==> src/put_pkg.sv <==
/* shared widths, payload types and the intake state encoding for the put engine
   every RTL file refers to these by scoped name */
package put_pkg;

   typedef logic [0:1]   tag_t;    // tag index, sets the pool size
   typedef logic [0:2]   beat_t;   // beat within one put

   localparam int num_tags   = 2 ** $bits(tag_t);
   localparam int max_beats  = 2 ** $bits(beat_t);
   localparam int data_width = 128;

   // one beat of payload and its two even parity bits
   typedef logic [0:data_width-1] data_t;
   typedef logic [0:1]            par_t;   // bit 0 covers data[0:63], bit 1 covers data[64:127]

   typedef logic [0:63]  ea_t;     // effective address
   typedef logic [0:8]   ctxt_t;   // context id
   typedef logic [0:3]   cnt_t;    // last beat byte count, zero = 16

   // total bytes in a put, up to 128, also used as the request tsize
   typedef logic [0:7]   bcnt_t;

   typedef logic [0:0]   rc_t;     // response code, 0 = good

   typedef enum logic [1:0] {
      st_idle,   // waiting for an address and a free tag
      st_data,   // taking beats
      st_req     // request out on the bus
   } intake_state_e;

endpackage

==> src/put_intake.sv <==
`timescale 1ns/1ps
/* put intake that takes one put at a time from the client, counts its beats and bytes,
   drives the data buffer writes and holds the bus request until the bus takes it */
module put_intake (
   input  logic                   clk,
   input  logic                   i_reset,

   input  logic                   put_addr_v,
   input  put_pkg::ea_t           put_addr_d_ea,
   input  put_pkg::ctxt_t         put_addr_d_ctxt,
   output logic                   put_addr_r,

   input  logic                   put_data_v,
   input  logic                   put_data_e,
   input  put_pkg::cnt_t          put_data_c,   // valid with put_data_e only
   output logic                   put_data_r,

   input  logic                   i_tag_free,
   input  put_pkg::tag_t          i_tag,
   output logic                   o_alloc,
   output logic                   o_done_len,
   output put_pkg::bcnt_t         o_len,

   output logic                   o_wr_v,
   output put_pkg::tag_t          o_wr_tag,
   output put_pkg::beat_t         o_wr_beat,

   output logic                   o_req_v,
   output put_pkg::tag_t          o_req_tag,
   output put_pkg::ea_t           o_req_ea,
   output put_pkg::ctxt_t         o_req_ctxt,
   output put_pkg::bcnt_t         o_req_tsize,
   input  logic                   o_req_r
);

   put_pkg::intake_state_e state_q;

   put_pkg::tag_t   tag_q;
   put_pkg::ea_t    ea_q;
   put_pkg::ctxt_t  ctxt_q;
   put_pkg::beat_t  beat_cnt_q;   // index of the next beat
   put_pkg::bcnt_t  len_q;        // bytes taken so far
   put_pkg::bcnt_t  beat_bytes;

   logic addr_acc;
   logic beat_acc;
   logic last_beat;
   logic req_taken;

   // no address is taken while in reset
   assign put_addr_r = (state_q == put_pkg::st_idle) & i_tag_free & ~i_reset;
   assign put_data_r = (state_q == put_pkg::st_data);

   assign addr_acc  = put_addr_v & put_addr_r;
   assign beat_acc  = put_data_v & put_data_r;
   assign req_taken = o_req_v & o_req_r;

   // the eighth beat closes the put even without put_data_e
   assign last_beat = put_data_e |
                      (beat_cnt_q == put_pkg::beat_t'(put_pkg::max_beats - 1));

   assign beat_bytes = (put_data_e && put_data_c != '0) ? put_pkg::bcnt_t'(put_data_c)
                                                         : put_pkg::bcnt_t'(16);

   always_ff @(posedge clk) begin
      if (i_reset) begin
         state_q    <= put_pkg::st_idle;
         beat_cnt_q <= '0;
         len_q      <= '0;
         o_wr_v     <= 1'b0;
         o_req_v    <= 1'b0;
      end else begin
         o_wr_v <= beat_acc;   // data lands one cycle after the beat
         if (addr_acc) begin
            beat_cnt_q <= '0;
            len_q      <= '0;
         end else if (beat_acc) begin
            beat_cnt_q <= beat_cnt_q + 1'b1;
            len_q      <= len_q + beat_bytes;
         end

         case (state_q)
            put_pkg::st_idle: begin
               if (addr_acc)
                  state_q <= put_pkg::st_data;
            end
            put_pkg::st_data: begin
               if (beat_acc && last_beat)
                  state_q <= put_pkg::st_req;
            end
            put_pkg::st_req: begin
               if (!o_req_v) begin
                  o_req_v <= 1'b1;   // byte count is final by now
               end else if (o_req_r) begin
                  o_req_v <= 1'b0;
                  state_q <= put_pkg::st_idle;
               end
            end
            default: state_q <= put_pkg::st_idle;
         endcase
      end
   end

   // put fields stay put until the next address is taken
   always_ff @(posedge clk) begin
      if (addr_acc) begin
         tag_q  <= i_tag;
         ea_q   <= put_addr_d_ea;
         ctxt_q <= put_addr_d_ctxt;
      end
      if (beat_acc)
         o_wr_beat <= beat_cnt_q;
   end

   assign o_alloc    = addr_acc;
   assign o_done_len = req_taken;   // tag manager marks the tag issued
   assign o_len      = len_q;

   assign o_wr_tag    = tag_q;
   assign o_req_tag   = tag_q;
   assign o_req_ea    = ea_q;
   assign o_req_ctxt  = ctxt_q;
   assign o_req_tsize = len_q;

endmodule

==> src/put_data_buf.sv <==
`timescale 1ns/1ps
/* put data buffer: holds every beat by tag and beat index until the bus fetches it,
   checks beat parity on the way in and answers fetches one cycle later */
module put_data_buf (
   input  logic                   clk,
   input  logic                   i_reset,

   input  logic                   i_wr_v,
   input  put_pkg::tag_t          i_wr_tag,
   input  put_pkg::beat_t         i_wr_beat,
   input  logic [0:put_pkg::data_width+$bits(put_pkg::par_t)-1] i_wr_d,   // data then parity

   input  logic                   i_wdata_req_v,
   input  put_pkg::tag_t          i_wdata_req_tag,
   input  put_pkg::beat_t         i_wdata_req_beat,
   output logic                   o_wdata_rsp_v,
   output put_pkg::data_t         o_wdata_rsp_d,

   output logic                   o_perror
);

   put_pkg::data_t mem [0:put_pkg::num_tags*put_pkg::max_beats-1];

   put_pkg::par_t wr_par;
   logic          wr_perr;

   assign wr_par = i_wr_d[put_pkg::data_width +: $bits(put_pkg::par_t)];

   // even parity per 64 bit half
   assign wr_perr = i_wr_v &
                    ((^i_wr_d[0 +: put_pkg::data_width/2] ^ wr_par[0]) |
                     (^i_wr_d[put_pkg::data_width/2 +: put_pkg::data_width/2] ^ wr_par[1]));

   always_ff @(posedge clk) begin
      if (i_reset) begin
         o_perror      <= 1'b0;
         o_wdata_rsp_v <= 1'b0;
      end else begin
         o_perror      <= o_perror | wr_perr;   // sticky until reset
         o_wdata_rsp_v <= i_wdata_req_v;
      end
   end

   always_ff @(posedge clk) begin
      if (i_wr_v)
         mem[{i_wr_tag, i_wr_beat}] <= i_wr_d[0:put_pkg::data_width-1];
      if (i_wdata_req_v)
         o_wdata_rsp_d <= mem[{i_wdata_req_tag, i_wdata_req_beat}];
   end

endmodule

==> src/put_tag_mgr.sv <==
`timescale 1ns/1ps
/* put tag manager: hands out tags in ring order, records issue, response and byte count
   per tag, and retires puts to the done port in allocation order */
module put_tag_mgr (
   input  logic                   clk,
   input  logic                   i_reset,

   output logic                   o_tag_free,
   output put_pkg::tag_t          o_tag,
   input  logic                   i_alloc,
   input  logic                   i_done_len,
   input  put_pkg::bcnt_t         i_len,

   input  logic                   i_rsp_v,
   input  put_pkg::tag_t          i_rsp_tag,
   input  put_pkg::rc_t           i_rsp_rc,

   input  logic                   i_disable,
   output logic                   put_done_v,
   output put_pkg::rc_t           put_done_rc,
   output put_pkg::bcnt_t         put_done_bcnt,
   input  logic                   put_done_r,

   output logic                   o_rm_err
);

   put_pkg::tag_t alloc_ptr_q;   // next tag to hand out
   put_pkg::tag_t iss_ptr_q;     // next tag whose request goes out
   put_pkg::tag_t ret_ptr_q;     // oldest tag in use
   logic [0:2]    used_q;        // tags in use, 0 to 4

   logic [0:put_pkg::num_tags-1] issued_q;
   logic [0:put_pkg::num_tags-1] rsp_q;
   put_pkg::rc_t                 rc_q  [0:put_pkg::num_tags-1];
   put_pkg::bcnt_t               len_q [0:put_pkg::num_tags-1];

   logic disable_q;
   logic rsp_ok;
   logic head_ready;
   logic done_start;
   logic done_take;

   assign o_tag_free = (used_q != 3'(put_pkg::num_tags));
   assign o_tag      = alloc_ptr_q;

   // only a tag with its request out and no response yet may take one
   assign rsp_ok = i_rsp_v & issued_q[i_rsp_tag] & ~rsp_q[i_rsp_tag];

   assign head_ready = issued_q[ret_ptr_q] & rsp_q[ret_ptr_q];
   assign done_start = ~put_done_v & head_ready & ~disable_q;
   assign done_take  = put_done_v & put_done_r;

   always_ff @(posedge clk) begin
      if (i_reset) begin
         alloc_ptr_q <= '0;
         iss_ptr_q   <= '0;
         ret_ptr_q   <= '0;
         used_q      <= '0;
         issued_q    <= '0;
         rsp_q       <= '0;
         disable_q   <= 1'b0;
         put_done_v  <= 1'b0;
         o_rm_err    <= 1'b0;
      end else begin
         disable_q <= i_disable;
         o_rm_err  <= i_rsp_v & ~rsp_ok;   // stray response, otherwise dropped

         if (i_alloc)
            alloc_ptr_q <= alloc_ptr_q + 1'b1;

         case ({i_alloc, done_take})
            2'b10:   used_q <= used_q + 1'b1;
            2'b01:   used_q <= used_q - 1'b1;
            default: used_q <= used_q;
         endcase

         if (i_done_len) begin
            issued_q[iss_ptr_q] <= 1'b1;
            iss_ptr_q           <= iss_ptr_q + 1'b1;
         end

         if (rsp_ok)
            rsp_q[i_rsp_tag] <= 1'b1;

         // head tag goes back to the pool when the client takes the completion
         if (done_take) begin
            issued_q[ret_ptr_q] <= 1'b0;
            rsp_q[ret_ptr_q]    <= 1'b0;
            ret_ptr_q           <= ret_ptr_q + 1'b1;
            put_done_v          <= 1'b0;
         end else if (done_start) begin
            put_done_v <= 1'b1;
         end
      end
   end

   always_ff @(posedge clk) begin
      if (i_done_len)
         len_q[iss_ptr_q] <= i_len;
      if (rsp_ok)
         rc_q[i_rsp_tag] <= i_rsp_rc;
      if (done_start) begin
         put_done_rc   <= rc_q[ret_ptr_q];
         put_done_bcnt <= len_q[ret_ptr_q];   // held while put_done_v waits
      end
   end

endmodule

==> src/put_engine.sv <==
`timescale 1ns/1ps
/* put engine top: client puts go through the intake into the data buffer,
   the tag manager tracks each put from allocation to completion */
module put_engine (
   input  logic                   clk,
   input  logic                   i_reset,

   // client put interface
   input  logic                   put_addr_v,
   input  put_pkg::ea_t           put_addr_d_ea,
   input  put_pkg::ctxt_t         put_addr_d_ctxt,
   output logic                   put_addr_r,
   input  logic                   put_data_v,
   input  logic                   put_data_e,
   input  put_pkg::cnt_t          put_data_c,
   input  logic [0:put_pkg::data_width+$bits(put_pkg::par_t)-1] put_data_d,
   output logic                   put_data_r,

   // bus request
   output logic                   o_req_v,
   output put_pkg::tag_t          o_req_tag,
   output put_pkg::ea_t           o_req_ea,
   output put_pkg::ctxt_t         o_req_ctxt,
   output put_pkg::bcnt_t         o_req_tsize,
   input  logic                   o_req_r,

   // bus data fetch
   input  logic                   i_wdata_req_v,
   input  put_pkg::tag_t          i_wdata_req_tag,
   input  put_pkg::beat_t         i_wdata_req_beat,
   output logic                   o_wdata_rsp_v,
   output put_pkg::data_t         o_wdata_rsp_d,
   output logic                   o_perror,

   // bus response and completion
   input  logic                   i_rsp_v,
   input  put_pkg::tag_t          i_rsp_tag,
   input  put_pkg::rc_t           i_rsp_rc,
   input  logic                   i_disable,
   output logic                   put_done_v,
   output put_pkg::rc_t           put_done_rc,
   output put_pkg::bcnt_t         put_done_bcnt,
   input  logic                   put_done_r,
   output logic                   o_rm_err
);

   logic           tag_free;
   put_pkg::tag_t  tag;
   logic           alloc;
   logic           done_len;
   put_pkg::bcnt_t len;
   logic           wr_v;
   put_pkg::tag_t  wr_tag;
   put_pkg::beat_t wr_beat;

   put_intake u_put_intake (
      .clk(clk), .i_reset(i_reset),
      .put_addr_v(put_addr_v), .put_addr_d_ea(put_addr_d_ea),
      .put_addr_d_ctxt(put_addr_d_ctxt), .put_addr_r(put_addr_r),
      .put_data_v(put_data_v), .put_data_e(put_data_e),
      .put_data_c(put_data_c), .put_data_r(put_data_r),
      .i_tag_free(tag_free), .i_tag(tag),
      .o_alloc(alloc), .o_done_len(done_len), .o_len(len),
      .o_wr_v(wr_v), .o_wr_tag(wr_tag), .o_wr_beat(wr_beat),
      .o_req_v(o_req_v), .o_req_tag(o_req_tag), .o_req_ea(o_req_ea),
      .o_req_ctxt(o_req_ctxt), .o_req_tsize(o_req_tsize), .o_req_r(o_req_r)
   );

   // put_data_d trails the beat by a cycle, as does the write strobe
   put_data_buf u_put_data_buf (
      .clk(clk), .i_reset(i_reset),
      .i_wr_v(wr_v), .i_wr_tag(wr_tag), .i_wr_beat(wr_beat), .i_wr_d(put_data_d),
      .i_wdata_req_v(i_wdata_req_v), .i_wdata_req_tag(i_wdata_req_tag),
      .i_wdata_req_beat(i_wdata_req_beat),
      .o_wdata_rsp_v(o_wdata_rsp_v), .o_wdata_rsp_d(o_wdata_rsp_d),
      .o_perror(o_perror)
   );

   put_tag_mgr u_put_tag_mgr (
      .clk(clk), .i_reset(i_reset),
      .o_tag_free(tag_free), .o_tag(tag),
      .i_alloc(alloc), .i_done_len(done_len), .i_len(len),
      .i_rsp_v(i_rsp_v), .i_rsp_tag(i_rsp_tag), .i_rsp_rc(i_rsp_rc),
      .i_disable(i_disable),
      .put_done_v(put_done_v), .put_done_rc(put_done_rc),
      .put_done_bcnt(put_done_bcnt), .put_done_r(put_done_r),
      .o_rm_err(o_rm_err)
   );

endmodule

==> config.mk <==
export PLATFORM = sky130hd
export DESIGN_NAME = put_engine
export DESIGN_NICKNAME = d
export VERILOG_FILES = /design/src/put_pkg.sv /design/src/put_intake.sv /design/src/put_data_buf.sv /design/src/put_tag_mgr.sv /design/src/put_engine.sv
export SDC_FILE = /design/constraint.sdc
export NUM_CORES = 2
export LEC_CHECK = 0
export CAP_MARGIN = 0
export CORE_MARGIN = 4
export CORE_UTILIZATION = 57
export CTS_CLUSTER_SIZE = 10
export DETAILED_ROUTE_END_ITERATION = 6
export DONT_BUFFER_PORTS = 1
export HOLD_SLACK_MARGIN = 0.1
export PLACE_DENSITY = 0.73
export SYNTH_ARGS = -nofsm -noshare
export SYNTH_HDL_FRONTEND = slang
export SYNTH_MEMORY_MAX_BITS = 65536
export SYNTH_SLANG_ARGS = --single-unit
==> constraint.sdc <==
create_clock -name clk -period 7.25 [get_ports clk]
set_input_delay 0.725 -clock clk [delete_from_list [all_inputs] [get_ports clk]]
set_output_delay 0.725 -clock clk [all_outputs]
set_load 0.03 [all_outputs]
==> results.md <==
* Switch Pwr at 10.69 mW
* Antenna violations before repair at 31
* Cells after synthesis at 6444
* Power Dens Cells at 277.8 nW/um^2
* Final Hold Vio Count at 0
* Max-cap violations at 0
* Worst path max stage delay at 900 ps
* Reg power frac at 0.549
* Cell mode on critical path: buf_16
* Reg2reg setup slack at 3560 ps
* Worst Path Required at 7930 ps
* Cell Area, Placed at 170600 um^2
* Root buffer cell: clkbuf_16
* Total congestion overflow at 0
* YS warnings at 0
* DP HPWL at 176.4 mm
* PnR Total Power at 51.68 mW
* First-pass GRT wire length at 587.2 mm
* Run status: finished, violations left
* Worst Skew at 79.99 ps
* Reg2Reg Capture Point: u_put_data_buf.mem[18][7]$_DFFE_PP_
* Worst-path clk slew at 60 ps
* Syn_nets at 6687
* Crit path from: i_wdata_req_beat[1]
* Period utilization at 0.5977
* R2R Path Start: u_put_intake.o_wr_beat[0]$_DFFE_PP_
* Post-route ant nets at 0
* Worst setup SP type: input port
* Final hold slack at 175.1 ps
* Min Tclk post-route at 4333 ps
* Core Area at 288600 um^2
* Share of layout cells above drive strength 1 at 0.2964
* Critical Path End: u_put_data_buf.o_wdata_rsp_d[119]$_DFFE_PP_
* Crit path cell chain: buf_16, buf_16, buf_16, mux4_2, mux4_2, mux2_2
* Clock Latency Late Sink at 1020 ps
* Max Root-Sink Buffers at 4
* Final Instance Area at 186000 um^2
* Clock Sink Count at 4384
* Gate power share at 0.045
* CTS tree: done
* Vias in the first global route at 76990
* P&R area growth vs syn at 12.34%
* Final setup fails at 0
* Setup repair after global routing missed its margin: no
* Die X at 547.0 um
* Wire per inst at 38.28 um
* Fillers at 17700
* Failing checks: DRC, slew limit
* Via-per-instance ratio at 6.918
* Placer's final routability congestion estimate at 0.7527
* Arrival time at the worst endpoint at 5020 ps
* Starting density of the core at 0.5737
* Die height at 547.0 um
* Slew headroom at -0.07979
* Crit Path Max Fanout at 263
* Die ar. at 299200 um^2
* Setup repair bufs after CTS at 0
* # hold bufs at CTS at 220
* Final core occ at 0.6445
* Total track usage at 0.2799
* Via count at 75860
* Sequential area share after synthesis at 0.7928
* Worst-Margin Slew at 1620 ps
* CP max-delay cell: buf_16
* Min-Delay Startpoint: put_data_c[0]
* Internal power at 40.99 mW
* Leakage at 57.07 nW
* Switching Fraction at 0.2069
* Worst setup EP type: flip-flop
* Post-CTS resize count at 0
* Final net count at 7206
* Cell area after technology mapping at 165600 um^2
* Min-delay worst type: in -> reg
* Distinct cells, synth at 43
* Syn avg cell area at 25.70 um^2
* PortBufs at 0
* Clock power frac at 0.407
* Flops & latches, synth at 4384
* Rows at 197
* H-tree depth at 5
* Largest net degree at the start of global routing at 1025
* First DRT Iteration DRCs at 12390
* Setup slack after placement at 3288 ps
* Crit path kind: in -> reg
* Worst r2r path cells at 4
* Cells after DPL at 10140
* Number of top-level pins at 452
* Final slew viol count at 243
* Total wire length at 419.7 mm
* F_max at 0.2308 GHz
* VDD IR max at 0.2397 mV
* Post-route insts no fill at 10970
* Drt pass-1 iters at 7
* Setup TNS Final at 0 ps
* Residual DRC at 2
* CTS Buf Count at 480
* Final worst slack at 2917 ps
per-layer routing:
metal / track usage / up-vias / share of wire
met2: 0.4338 / 5453 / 0.48
met4: 0.09013 / 10 / 0.035
li1: - / 28850 / -
met3: 0.07151 / 757 / 0.12
met5: 0 / - / 0.00013
met1: 0.3988 / 40790 / 0.36
synth_stat cells:
cell type	count	area, um^2
inv_2	2	7.510
and3b_1	1	8.760
fa_1	2	40.04
or3b_1	2	17.52
and2_1	4	25.02
xor2_1	20	175.2
o21ai_0	6	30.03
a211oi_1	1	7.510
or3b_2	1	8.760
buf_1	34	127.6
nor4bb_1	1	10.01
o41ai_1	2	17.52
xnor3_1	2	45.04
nand3b_1	5	37.54
o21a_1	9	67.56
or3_1	5	31.28
a311oi_1	2	17.52
o221ai_1	1	8.760
o21bai_1	1	7.510
mux4_2	1289	29030
inv_1	15	56.30
a21o_1	1	7.510
nand3_1	5	25.02
nor2_1	51	191.4
xnor2_1	114	998.5
mux2_2	128	1441
dfxtp_1	37	740.7
a2111oi_0	1	8.760
nor3_1	3	15.01
clkbuf_1	186	698.2
a21oi_1	20	100.1
o32ai_1	1	8.760
nor2b_1	5	31.28
edfxtp_1	4347	130500
buf_2	49	245.2
nand2b_1	3	18.77
and3_1	7	43.79
buf_4	14	105.1
buf_6	25	281.5
ha_1	16	200.2
nand2_1	23	86.33
a31oi_1	2	12.51
mux2i_1	1	10.01
cells in the final DEF (no fill, tap or decap), types with 4 or more instances in the layout:
cell type / instances
edfxtp_1: 4347
mux4_2: 1289
clkbuf_16: 483
dlygate4sd3_1: 217
mux2_2: 128
xnor2_1: 114
buf_4: 82
clkbuf_1: 61
buf_12: 38
dfxtp_1: 37
nor2_4: 32
diode_2: 27
nand2_1: 23
xor2_1: 20
a21oi_1: 20
nor2_1: 19
ha_1: 16
inv_1: 15
clkinv_16: 13
o21a_1: 9
buf_16: 8
and3_1: 7
o21ai_0: 6
inv_16: 6
or3_1: 5
nand3_1: 5
nand3b_1: 5
nor2b_1: 5
clkinv_8: 5
clkinv_1: 5
and2_1: 4
cell type report:
cell class,instances,area (um^2),area share
Multi-Input combinational cell,1735,33030,0.1776
Clock inverter,32,629.4,0.003383
Sequential cell,4384,131300,0.7057
Tap cell,3880,4855,0.02610
Timing Repair Buffer,345,3769,0.02026
Antenna cell,27,67.56,0.0003632
Inverter,17,65.06,0.0003498
Clock buffer,545,12330,0.06628
flip-flops by register name (all words and copies together), names as in the netlist, 4 cells and up:
register	flops
u_put_data_buf.mem	4096
u_put_data_buf.o_wdata_rsp_d	128
u_put_intake.o_req_ea	64
u_put_tag_mgr.len_q	32
u_put_intake.o_req_ctxt	9
u_put_intake.o_len	8
u_put_tag_mgr.put_done_bcnt	8
u_put_tag_mgr.issued_q	4
u_put_tag_mgr.rc_q	4
u_put_tag_mgr.rsp_q	4
worst min path at each step:
stage	cells past startpoint	to
2_1_floorplan	0	u_put_intake.o_req_tag[1]$_DFFE_PP_
3_3_place_gp	0	u_put_intake.o_req_tag[1]$_DFFE_PP_
3_5_place_dp	0	u_put_intake.o_req_tag[1]$_DFFE_PP_
4_1_cts	4	u_put_intake.o_len[0]$_SDFFE_PP0P_
5_1_grt	3	u_put_intake.o_len[1]$_SDFFE_PP0P_
6_report	4	u_put_intake.o_len[0]$_SDFFE_PP0P_
worst max-delay path: cells and delay by family:
kind | cells | cell delay [ps]
buf+inv | 3 | 2470
mux | 3 | 1220
power groups by stage:
stage	logic [mW]	registers [mW]	clock network (mW)
floorplan	1.47	28.8	0
global placement	1.69	28.9	0
detailed placement	1.70	28.9	0
CTS	2.15	28.4	21.2
global route	2.43	28.4	22.4
finish	2.30	28.4	21.0
logic make-up after synthesis:
group	synth area share
fa+ha+maj	0.001451
simple gates	0.003325
buf+inv	0.009189
mux	0.1841
flops	0.7928
xor+xnor	0.007360
compound gates	0.001776
No activity file was read; power rests on OpenSTA's default activity.
